`src/hw/chn_pkg.sv`:
```
/* Channel package
   Widths, TLP fields, register map and arbiter states of the DMA channel */

`default_nettype none

package chn_pkg;

    // ------------------------------
    // Data widths
    // ------------------------------
    typedef logic [63:0] qword_t;                 // TRN or MAC data beat
    typedef logic [63:0] host_addr_t;             // Host byte address
    typedef logic [15:0] cpl_id_t;                // Bus, device, function
    typedef logic [9:0]  len_dw_t;                // TLP length in dwords
    typedef logic [7:0]  thr_t;                   // Irq threshold or frame count

    // ------------------------------
    // Arbiter
    // ------------------------------
    typedef enum logic [1:0] {
        ARB_IDLE,                                 // Waiting for a request and a turn
        ARB_RX,                                   // rx_wr owns the bus
        ARB_IRQ                                   // irq_gen owns the turn
    } arb_state_t;

    // ------------------------------
    // TLP and BAR
    // ------------------------------
    localparam logic [7:0] FMT_MWR64 = 8'h60;     // 4DW header memory write
    localparam int         CHN_BAR   = 2;         // BAR hit bit for the register window

    // Frame buffer
    localparam int RX_DEPTH = 32;                 // Qwords
    localparam int RX_AW    = $clog2(RX_DEPTH);   // Buffer index width

    // Register offsets as qword index from address bits 5:3
    localparam logic [2:0] REG_RX_ADDR = 3'd0;    // Host base address
    localparam logic [2:0] REG_IRQ_EN  = 3'd1;    // Bit 0 enables the interrupt
    localparam logic [2:0] REG_IRQ_THR = 3'd2;    // Frames per interrupt

endpackage

`default_nettype wire

```
`src/hw/chn_regs.sv`:
```
/* Channel registers
   Decodes host memory writes on the TRN receive bus into the channel registers */

`timescale 1ns/1ns
`default_nettype none

module chn_regs (
    input  wire                 pcie_clk,
    input  wire                 rst_n,
    input  wire chn_pkg::qword_t trn_rd,
    input  wire                 trn_rsof_n,
    input  wire                 trn_reof_n,
    input  wire                 trn_rsrc_rdy_n,
    input  wire [6:0]           trn_rbar_hit_n,
    output chn_pkg::host_addr_t rx_base_addr,
    output logic                irq_en,
    output chn_pkg::thr_t       irq_thr
);

    logic [1:0] beat_cnt;                         // 1 addr, 2 data, 3 skip
    logic       hdr_ok;                           // Format and BAR matched on sof
    logic [2:0] reg_off;                          // Register offset from addr beat

    always_ff @(posedge pcie_clk or negedge rst_n) begin
        if (!rst_n) begin
            beat_cnt     <= 2'd0;
            hdr_ok       <= 1'b0;
            reg_off      <= 3'd0;
            rx_base_addr <= '0;
            irq_en       <= 1'b0;
            irq_thr      <= '0;
        end else if (!trn_rsrc_rdy_n) begin
            if (!trn_rsof_n) begin
                beat_cnt <= 2'd1;
                hdr_ok   <= (trn_rd[63:56] == chn_pkg::FMT_MWR64) &&
                            !trn_rbar_hit_n[chn_pkg::CHN_BAR];
            end else begin
                if (beat_cnt == 2'd1)
                    reg_off <= trn_rd[5:3];       // Low addr dword sits in bits 31:0
                // Data beat closes a three beat write
                if (beat_cnt == 2'd2 && hdr_ok && !trn_reof_n) begin
                    case (reg_off)
                        chn_pkg::REG_RX_ADDR: rx_base_addr <= trn_rd;
                        chn_pkg::REG_IRQ_EN:  irq_en       <= trn_rd[0];
                        chn_pkg::REG_IRQ_THR: irq_thr      <= trn_rd[7:0];
                        default: ;                // Unmapped offset
                    endcase
                end
                if (!trn_reof_n)
                    beat_cnt <= 2'd0;
                else if (beat_cnt == 2'd1 || beat_cnt == 2'd2)
                    beat_cnt <= beat_cnt + 2'd1;  // Holds at 3 until eof
            end
        end
    end

endmodule

`default_nettype wire

```
`src/hw/chn_arb.sv`:
```
/* Channel arbiter
   Asks the endpoint for a turn and hands it to rx_wr or irq_gen, alternating */

`timescale 1ns/1ns
`default_nettype none

module chn_arb (
    input  wire  pcie_clk,
    input  wire  rst_n,
    input  wire  chn_trn,
    output logic chn_reqep,
    output logic chn_drvn,
    output logic rx_trn,
    output logic irq_trn,
    input  wire  rx_reqep,
    input  wire  rx_drvn,
    input  wire  irq_reqep,
    input  wire  irq_drvn
);

    chn_pkg::arb_state_t state;
    logic                last_rx;                 // rx_wr won the previous turn
    logic                pick_rx;

    // rx_wr wins unless both ask and it won last time
    assign pick_rx   = rx_reqep && (!irq_reqep || !last_rx);

    assign chn_reqep = (state == chn_pkg::ARB_IDLE) && (rx_reqep || irq_reqep);
    assign chn_drvn  = (state != chn_pkg::ARB_IDLE);

    // ------------------------------
    // Grant FSM
    // ------------------------------
    always_ff @(posedge pcie_clk or negedge rst_n) begin
        if (!rst_n) begin
            state   <= chn_pkg::ARB_IDLE;
            last_rx <= 1'b0;
            rx_trn  <= 1'b0;
            irq_trn <= 1'b0;
        end else begin
            rx_trn  <= 1'b0;                      // One cycle pulses
            irq_trn <= 1'b0;
            case (state)
                chn_pkg::ARB_IDLE: begin
                    if (chn_trn && (rx_reqep || irq_reqep)) begin
                        if (pick_rx) begin
                            state   <= chn_pkg::ARB_RX;
                            rx_trn  <= 1'b1;
                            last_rx <= 1'b1;
                        end else begin
                            state   <= chn_pkg::ARB_IRQ;
                            irq_trn <= 1'b1;
                            last_rx <= 1'b0;
                        end
                    end
                end
                // drv_ep rises the cycle after my_trn, so wait past the pulse
                chn_pkg::ARB_RX: begin
                    if (!rx_trn && !rx_drvn)
                        state <= chn_pkg::ARB_IDLE;
                end
                chn_pkg::ARB_IRQ: begin
                    if (!irq_trn && !irq_drvn)
                        state <= chn_pkg::ARB_IDLE;
                end
                default: state <= chn_pkg::ARB_IDLE;
            endcase
        end
    end

endmodule

`default_nettype wire

```
`src/hw/rx_wr.sv`:
```
/* Receive write engine
   Buffers one MAC frame and writes it to host memory as a single MWr64 TLP */

`timescale 1ns/1ns
`default_nettype none

module rx_wr (
    input  wire                      pcie_clk,
    input  wire                      rst_n,
    input  wire chn_pkg::qword_t     mac_rx_data,
    input  wire [7:0]                mac_rx_data_valid,
    input  wire                      mac_rx_good_frame,
    input  wire                      mac_rx_bad_frame,
    input  wire chn_pkg::host_addr_t rx_base_addr,
    input  wire chn_pkg::cpl_id_t    cpl_id,
    output chn_pkg::qword_t          trn_td,
    output logic                     trn_tsof_n,
    output logic                     trn_teof_n,
    output logic                     trn_tsrc_rdy_n,
    input  wire                      trn_tdst_rdy_n,
    input  wire                      my_trn,
    output logic                     req_ep,
    output logic                     drv_ep,
    output logic                     frame_done
);

    localparam int AW = chn_pkg::RX_AW;

    chn_pkg::qword_t     mem [chn_pkg::RX_DEPTH]; // Frame buffer
    logic [AW:0]         wr_cnt;                  // Beats of the frame so far
    logic [AW:0]         frame_qw;                // Held frame length
    logic [AW:0]         nxt;                     // Next TLP beat to load
    logic [AW:0]         rd_idx;
    logic                busy;                    // Frame held until its eof is taken
    logic                discard;                 // Rest of this frame is dropped
    chn_pkg::host_addr_t run_addr;                // Running host address
    chn_pkg::host_addr_t base_q;                  // Last seen base register
    chn_pkg::len_dw_t    len_dw;
    chn_pkg::qword_t     hdr0;
    logic                frame_end;
    logic                beat_in;
    logic                beat_wr;
    logic                tx_ack;
    logic                last_ack;

    assign frame_end = mac_rx_good_frame || mac_rx_bad_frame;
    assign beat_in   = (mac_rx_data_valid != 8'h00) && !frame_end;
    assign beat_wr   = beat_in && !busy && !discard && (wr_cnt != chn_pkg::RX_DEPTH);

    assign len_dw    = chn_pkg::len_dw_t'(frame_qw) << 1;   // Two dwords per qword
    assign hdr0      = {chn_pkg::FMT_MWR64, 14'd0, len_dw, cpl_id, 8'h00, 8'hff};

    assign tx_ack    = drv_ep && !trn_tsrc_rdy_n && !trn_tdst_rdy_n;
    assign last_ack  = tx_ack && !trn_teof_n;
    assign rd_idx    = nxt - (AW + 1)'(2);        // Payload follows two header beats

    // ------------------------------
    // Frame capture
    // ------------------------------
    always_ff @(posedge pcie_clk) begin
        if (beat_wr)
            mem[wr_cnt[AW-1:0]] <= mac_rx_data;
    end

    always_ff @(posedge pcie_clk or negedge rst_n) begin
        if (!rst_n) begin
            wr_cnt   <= '0;
            frame_qw <= '0;
            discard  <= 1'b0;
            busy     <= 1'b0;
            req_ep   <= 1'b0;
        end else begin
            if (frame_end) begin
                wr_cnt  <= '0;
                discard <= 1'b0;
                if (mac_rx_good_frame && !mac_rx_bad_frame && !busy && !discard &&
                    wr_cnt != '0) begin
                    frame_qw <= wr_cnt;
                    busy     <= 1'b1;
                    req_ep   <= 1'b1;             // Ask for a turn next cycle
                end
            end else if (beat_in) begin
                if (beat_wr)
                    wr_cnt <= wr_cnt + 1'b1;
                else
                    discard <= 1'b1;              // Buffer busy or frame too long
            end
            if (my_trn)
                req_ep <= 1'b0;
            if (last_ack)
                busy <= 1'b0;
        end
    end

    // ------------------------------
    // TLP send
    // ------------------------------
    always_ff @(posedge pcie_clk or negedge rst_n) begin
        if (!rst_n) begin
            trn_td         <= '0;
            trn_tsof_n     <= 1'b1;
            trn_teof_n     <= 1'b1;
            trn_tsrc_rdy_n <= 1'b1;
            drv_ep         <= 1'b0;
            nxt            <= '0;
            frame_done     <= 1'b0;
            run_addr       <= '0;
            base_q         <= '0;
        end else begin
            frame_done <= 1'b0;
            if (my_trn) begin
                trn_td         <= hdr0;           // Header qword 0 right after the grant
                trn_tsof_n     <= 1'b0;
                trn_teof_n     <= 1'b1;
                trn_tsrc_rdy_n <= 1'b0;
                drv_ep         <= 1'b1;
                nxt            <= (AW + 1)'(1);
            end else if (last_ack) begin
                trn_td         <= '0;             // Idle bus is zero for the OR merge
                trn_tsof_n     <= 1'b1;
                trn_teof_n     <= 1'b1;
                trn_tsrc_rdy_n <= 1'b1;
                drv_ep         <= 1'b0;
                frame_done     <= 1'b1;
            end else if (tx_ack) begin
                trn_tsof_n <= 1'b1;
                trn_teof_n <= !(nxt == frame_qw + 1'b1);
                trn_td     <= (nxt == (AW + 1)'(1)) ? run_addr : mem[rd_idx[AW-1:0]];
                nxt        <= nxt + 1'b1;
            end                                   // Else hold the beat

            // Base register write restarts the address sequence
            if (rx_base_addr != base_q) begin
                base_q   <= rx_base_addr;
                run_addr <= rx_base_addr;
            end else if (last_ack) begin
                run_addr <= run_addr + (chn_pkg::host_addr_t'(frame_qw) << 3);
            end
        end
    end

endmodule

`default_nettype wire

```
`src/hw/irq_gen.sv`:
```
/* Interrupt generator
   Counts written frames and raises a PCIe interrupt at the threshold */

`timescale 1ns/1ns
`default_nettype none

module irq_gen (
    input  wire                pcie_clk,
    input  wire                rst_n,
    input  wire                frame_done,
    input  wire                irq_en,
    input  wire chn_pkg::thr_t irq_thr,
    input  wire                cfg_interrupt_rdy_n,
    output logic               cfg_interrupt_n,
    input  wire                my_trn,
    output logic               req_ep,
    output logic               drv_ep
);

    chn_pkg::thr_t frm_cnt;                       // Frames since the last interrupt
    logic          thr_hit;
    logic          irq_ack;

    assign thr_hit = irq_en && (irq_thr != '0) && (frm_cnt >= irq_thr);
    assign irq_ack = drv_ep && !cfg_interrupt_n && !cfg_interrupt_rdy_n;

    always_ff @(posedge pcie_clk or negedge rst_n) begin
        if (!rst_n) begin
            frm_cnt         <= '0;
            req_ep          <= 1'b0;
            drv_ep          <= 1'b0;
            cfg_interrupt_n <= 1'b1;
        end else begin
            if (irq_ack) begin
                cfg_interrupt_n <= 1'b1;
                drv_ep          <= 1'b0;
                frm_cnt         <= chn_pkg::thr_t'(frame_done);   // Keep a same-cycle frame
            end else if (frame_done && frm_cnt != '1) begin
                frm_cnt <= frm_cnt + 1'b1;        // Saturating
            end

            // Going through the arbiter puts the irq after granted writes
            if (my_trn) begin
                req_ep          <= 1'b0;
                drv_ep          <= 1'b1;
                cfg_interrupt_n <= 1'b0;          // Held until the core takes it
            end else if (thr_hit && !req_ep && !drv_ep) begin
                req_ep <= 1'b1;
            end
        end
    end

endmodule

`default_nettype wire

```
`src/hw/chn.sv`:
```
/* DMA channel top
   Register decode, receive write engine, interrupt and arbiter on pcie_clk */

`timescale 1ns/1ns
`default_nettype none

module chn (
    input  wire                  pcie_clk,
    input  wire                  rst_n,

    // MAC rx
    input  wire chn_pkg::qword_t mac_rx_data,
    input  wire [7:0]            mac_rx_data_valid,
    input  wire                  mac_rx_good_frame,
    input  wire                  mac_rx_bad_frame,

    // TRN tx
    output wire chn_pkg::qword_t trn_td,
    output wire [7:0]            trn_trem_n,
    output wire                  trn_tsof_n,
    output wire                  trn_teof_n,
    output wire                  trn_tsrc_rdy_n,
    input  wire                  trn_tdst_rdy_n,

    // TRN rx
    input  wire chn_pkg::qword_t trn_rd,
    input  wire                  trn_rsof_n,
    input  wire                  trn_reof_n,
    input  wire                  trn_rsrc_rdy_n,
    input  wire [6:0]            trn_rbar_hit_n,

    // CFG
    output wire                  cfg_interrupt_n,
    input  wire                  cfg_interrupt_rdy_n,
    input  wire [7:0]            cfg_bus_number,
    input  wire [4:0]            cfg_device_number,
    input  wire [2:0]            cfg_function_number,

    // Endpoint arbiter
    input  wire                  chn_trn,
    output wire                  chn_reqep,
    output wire                  chn_drvn
);

    // ------------------------------
    // Internal nets
    // ------------------------------
    chn_pkg::cpl_id_t    cpl_id;
    chn_pkg::host_addr_t rx_base_addr;
    logic                irq_en;
    chn_pkg::thr_t       irq_thr;
    chn_pkg::qword_t     rx_td;
    logic                rx_tsof_n;
    logic                rx_teof_n;
    logic                rx_tsrc_rdy_n;
    logic                rx_trn;
    logic                rx_reqep;
    logic                rx_drvn;
    logic                irq_trn;
    logic                irq_reqep;
    logic                irq_drvn;
    logic                frame_done;

    assign cpl_id = {cfg_bus_number, cfg_device_number, cfg_function_number};

    // irq_gen signals on cfg only, so rx_wr is the sole TRN tx source
    assign trn_td         = rx_td;
    assign trn_tsof_n     = rx_tsof_n;
    assign trn_teof_n     = rx_teof_n;
    assign trn_tsrc_rdy_n = rx_tsrc_rdy_n;
    assign trn_trem_n     = 8'h00;                // Whole qwords only

    chn_regs chn_regs_inst (
        .pcie_clk(pcie_clk), .rst_n(rst_n),
        .trn_rd(trn_rd), .trn_rsof_n(trn_rsof_n), .trn_reof_n(trn_reof_n),
        .trn_rsrc_rdy_n(trn_rsrc_rdy_n), .trn_rbar_hit_n(trn_rbar_hit_n),
        .rx_base_addr(rx_base_addr), .irq_en(irq_en), .irq_thr(irq_thr)
    );

    rx_wr rx_wr_inst (
        .pcie_clk(pcie_clk), .rst_n(rst_n),
        .mac_rx_data(mac_rx_data), .mac_rx_data_valid(mac_rx_data_valid),
        .mac_rx_good_frame(mac_rx_good_frame), .mac_rx_bad_frame(mac_rx_bad_frame),
        .rx_base_addr(rx_base_addr), .cpl_id(cpl_id),
        .trn_td(rx_td), .trn_tsof_n(rx_tsof_n), .trn_teof_n(rx_teof_n),
        .trn_tsrc_rdy_n(rx_tsrc_rdy_n), .trn_tdst_rdy_n(trn_tdst_rdy_n),
        .my_trn(rx_trn), .req_ep(rx_reqep), .drv_ep(rx_drvn), .frame_done(frame_done)
    );

    irq_gen irq_gen_inst (
        .pcie_clk(pcie_clk), .rst_n(rst_n),
        .frame_done(frame_done), .irq_en(irq_en), .irq_thr(irq_thr),
        .cfg_interrupt_rdy_n(cfg_interrupt_rdy_n), .cfg_interrupt_n(cfg_interrupt_n),
        .my_trn(irq_trn), .req_ep(irq_reqep), .drv_ep(irq_drvn)
    );

    chn_arb chn_arb_inst (
        .pcie_clk(pcie_clk), .rst_n(rst_n),
        .chn_trn(chn_trn), .chn_reqep(chn_reqep), .chn_drvn(chn_drvn),
        .rx_trn(rx_trn), .irq_trn(irq_trn),
        .rx_reqep(rx_reqep), .rx_drvn(rx_drvn),
        .irq_reqep(irq_reqep), .irq_drvn(irq_drvn)
    );

endmodule

`default_nettype wire

```
`config.mk`:
```
export PLATFORM = sky130hd
export DESIGN_NAME = chn
export DESIGN_NICKNAME = d
export VERILOG_FILES = /design/src/hw/chn_pkg.sv /design/src/hw/chn_regs.sv /design/src/hw/chn_arb.sv /design/src/hw/rx_wr.sv /design/src/hw/irq_gen.sv /design/src/hw/chn.sv
export SDC_FILE = /design/constraint.sdc
export NUM_CORES = 2
export LEC_CHECK = 0
export BUFFER_PORTS_ARGS = -buffer_cell sky130_fd_sc_hd__buf_2
export CORE_MARGIN = 1
export CORE_UTILIZATION = 62
export DETAILED_ROUTE_END_ITERATION = 8
export GPL_TIMING_DRIVEN = 0
export PLACE_DENSITY = 0.79
export SETUP_SLACK_MARGIN = 0.2
export SKIP_CTS_REPAIR_TIMING = 1
export SLEW_MARGIN = 30
export SYNTH_ARGS = -nofsm -noshare
export SYNTH_HDL_FRONTEND = slang
export SYNTH_SLANG_ARGS = --single-unit
```
`constraint.sdc`:
```
create_clock -name pcie_clk -period 7.63 [get_ports pcie_clk]
set_input_delay 0 -clock pcie_clk [delete_from_list [all_inputs] [get_ports pcie_clk]]
set_output_delay 0 -clock pcie_clk [all_outputs]
set_load 0.1 [all_outputs]
```
==> results.md <==
* Status: finished with violations
* Failing checks: DRC, hold timing
* Layout cells sized above 1 at 0.301
* Sequential share of the synthesized area at 0.755
* Post-DP Area at 100000 um2
* Netlist cell types at 71
* Final-stage net count at 5405
* Initial Utilization at 0.628
* Syn_area_per_cell at 21.2 um2
* DP Wirelength at 185 mm
* DIE AREA at 150000 um2
* WL/cell at 43.7 um
* GR Overflow Total at 0
* Final ANT Viol Nets at 0
* Layout filler cell count at 6738
* Area of the mapped netlist at 91800 um2
* Via count at 56721
* Clk buf depth at 3
* Leak at 37.2 nW
* Num rows at 140
* Overall power at 40.4 mW
* Clk slew on worst S/H paths at 0.06 ns
* Ys async rst share at 0.133
* FMAX at 138 MHz
* Vias in the first global route at 54766
* EDFF count, synth at 2048
* Total Wirelength at 320 mm
* Cell taking the most area after synthesis: edfxtp_1
* Synthesis-to-finish area growth at 19.5%
* Predominant post-synthesis flop cell: edfxtp_1
* Port buffer count at 232
* Synth cell count leaders: edfxtp_1 (2048), mux4_2 (623), dfrtp_1 (309)
* Finished Layout Cells at 7318
* Die Y-Extent at 387 um
* Drc violations at 7
* Data arrival, critical path at 8.00 ns
* Hold Vio Cnt, Final at 4
* Initial drt markers at 11790
* TNS Setup at 0 ns
* Crit Path Max Fanout at 11
* Hold Slack at -0.0202 ns
* P per Cell Area at 368 nW/um2
* Critical Path RT at 8.38 ns
* Crit path kind: reg -> reg
* Finish-stage setup viols at 0
* Sink Count at 2361
* Total GRT Usage at 0.419
* GP Congestion at 0.915
* Post-route setup slack at 0.380 ns
* Max cap viols at 0
* # H-tree levels at 4
* Clk root buf: clkbuf_16
* Tmin final at 7.25 ns
* RSZ-0062 raised after global routing: false
* Max VDD drop at 0.000263 V
* Area share of the largest cell type after synthesis at 0.670
* Slew margin rel. at 0.214
* Syn Inst Count at 4337
* Worst-skew pair later-pin latency at 0.88 ns
* DRT Pass-1 Iters at 9
* Die Span X at 387 um
* Startpoint Class: flip-flop
* YS warnings at 0
* Final Skew at 0.0407 ns
* Crit path capture type: flip-flop
* Final worst-path cycle share at 0.950
* Top Ports at 247
* Placed cells at 6677
* Max Slew Vio Count at 0
* Via-to-Cell Ratio at 7.75
* Count leader, synth: edfxtp_1
* Worst slack at placement at 0.832 ns
* Number of synthesized register bits at 2361
* Core outline area at 146000 um2
* Design area at 110000 um2
* Synth top area cells: edfxtp_1 (67%), mux4_2 (15%), dfrtp_1 (8.4%), xnor2_1 (1.1%), mux2_2 (1.0%)
* CTS tree: yes
* Slew @ Worst Pin at 1.18 ns
* Final core occ at 0.750
* Largest net degree at the start of global routing at 92
* First-pass GRT wire length at 429 mm
* Min-delay worst type: in -> reg
* Cts bufs inserted at 217
* Initial antenna violation count at 17
worst max-delay path: stages (launching register included):
cell      delay (ns)
dfrtp_1         0.42
buf_2           0.44
buf_2           0.49
buf_1           0.82
inv_1           0.38
clkbuf_1        0.55
ha_1            0.58
clkbuf_1        0.76
clkbuf_2        0.57
buf_2           0.58
nand2_1         0.30
o22ai_1         0.51
a21oi_1         0.28
o21ai_0         0.38
power by group:
part / switching, mW / internal [mW]
Clock: 5.05 / 6.16
Combinational: 8.87 / 5.08
Sequential: 0.761 / 14.5
Total: 14.7 / 25.7
path summary, 6_finish.rpt:
kind	startpoint	to	slack (ns)	cells after the start
max	rx_wr_inst.nxt[1]	rx_wr_inst.trn_td[0]	0.38	13
min	cfg_device_number[2]	rx_wr_inst.trn_td[21]	-0.02	4
max reg2reg	rx_wr_inst.nxt[1]	rx_wr_inst.trn_td[0]	0.38	13
min reg2reg	chn_arb_inst.irq_trn	irq_gen_inst.cfg_interrupt_n	0.48	1
max in group asynchronous	rst_n	irq_gen_inst.cfg_interrupt_n	6.16	6
min in group asynchronous	rst_n	chn_regs_inst.rx_base_addr[36]	0.27	4
layer usage:
layer  routed length (um)  vias to the layer above  GRT usage
li1                     -                    19578          -
met5                  147                        -          0
met2               143000                     7206      0.625
met3                52800                     1907      0.157
met4                28200                       22      0.275
met1                95800                    28008      0.519
state kept, by name, indices dropped and copies added (netlist names), 8 cells and up:
register / cells
chn_regs_inst.irq_thr: 8
rx_wr_inst.mem: 2048
rx_wr_inst.run_addr: 64
chn_regs_inst.rx_base_addr: 64
irq_gen_inst.frm_cnt: 8
rx_wr_inst.trn_td: 64
rx_wr_inst.base_q: 64
cells by family (layout without fill, tap and decap cells):
logic type                 after synthesis  count (layout)  share of synthesized area
xor gates and xnor gates               146             146                     0.0140
AOI/OAI and AO/OA                      253             253                     0.0191
adders and majority gates               27              27                    0.00376
muxes                                  728             728                      0.165
buffers and inverters                  315            1361                     0.0159
other                                    1              19                  0.0000408
and+or+nand+nor                        506             506                     0.0269
DFF                                   2361            2361                      0.755
final cells by class:
type	count	area, um2	share of cell area
sequential	2361	69300	0.632
multi-input combinational	1668	21300	0.195
timing repair buffer	646	8020	0.0731
clock buffer	304	6140	0.0560
tap	1917	2400	0.0219
buffer	282	1380	0.0126
clock inverter	96	953	0.00869
inverter	33	124	0.00113
antenna	11	27.5	0.000251
placed cells by master, fill, tap and decap left out, types with 21 or more instances in the layout:
master | synthesis | routed
nor2_4 | 0 | 32
ha_1 | 26 | 26
inv_1 | 33 | 33
buf_6 | 21 | 22
nand3_1 | 51 | 51
buf_16 | 0 | 149
a22oi_1 | 49 | 49
nor2_1 | 95 | 63
clkbuf_1 | 183 | 207
buf_2 | 45 | 281
xor2_1 | 29 | 29
clkbuf_16 | 0 | 223
nand2_1 | 211 | 211
nand4_1 | 37 | 37
clkbuf_2 | 0 | 33
dfrtp_1 | 309 | 309
a21oi_1 | 22 | 22
a222oi_1 | 30 | 30
mux4_2 | 623 | 623
clkbuf_8 | 0 | 26
buf_4 | 16 | 34
o21ai_0 | 58 | 58
clkinv_1 | 0 | 30
clkinv_2 | 0 | 27
xnor2_1 | 116 | 115
mux2_2 | 84 | 84
edfxtp_1 | 2048 | 2048
o21ai_1 | 27 | 27
dlygate4sd3_1 | 0 | 227
mux2i_1 | 21 | 21
No activity file was read; power rests on OpenSTA's default activity.
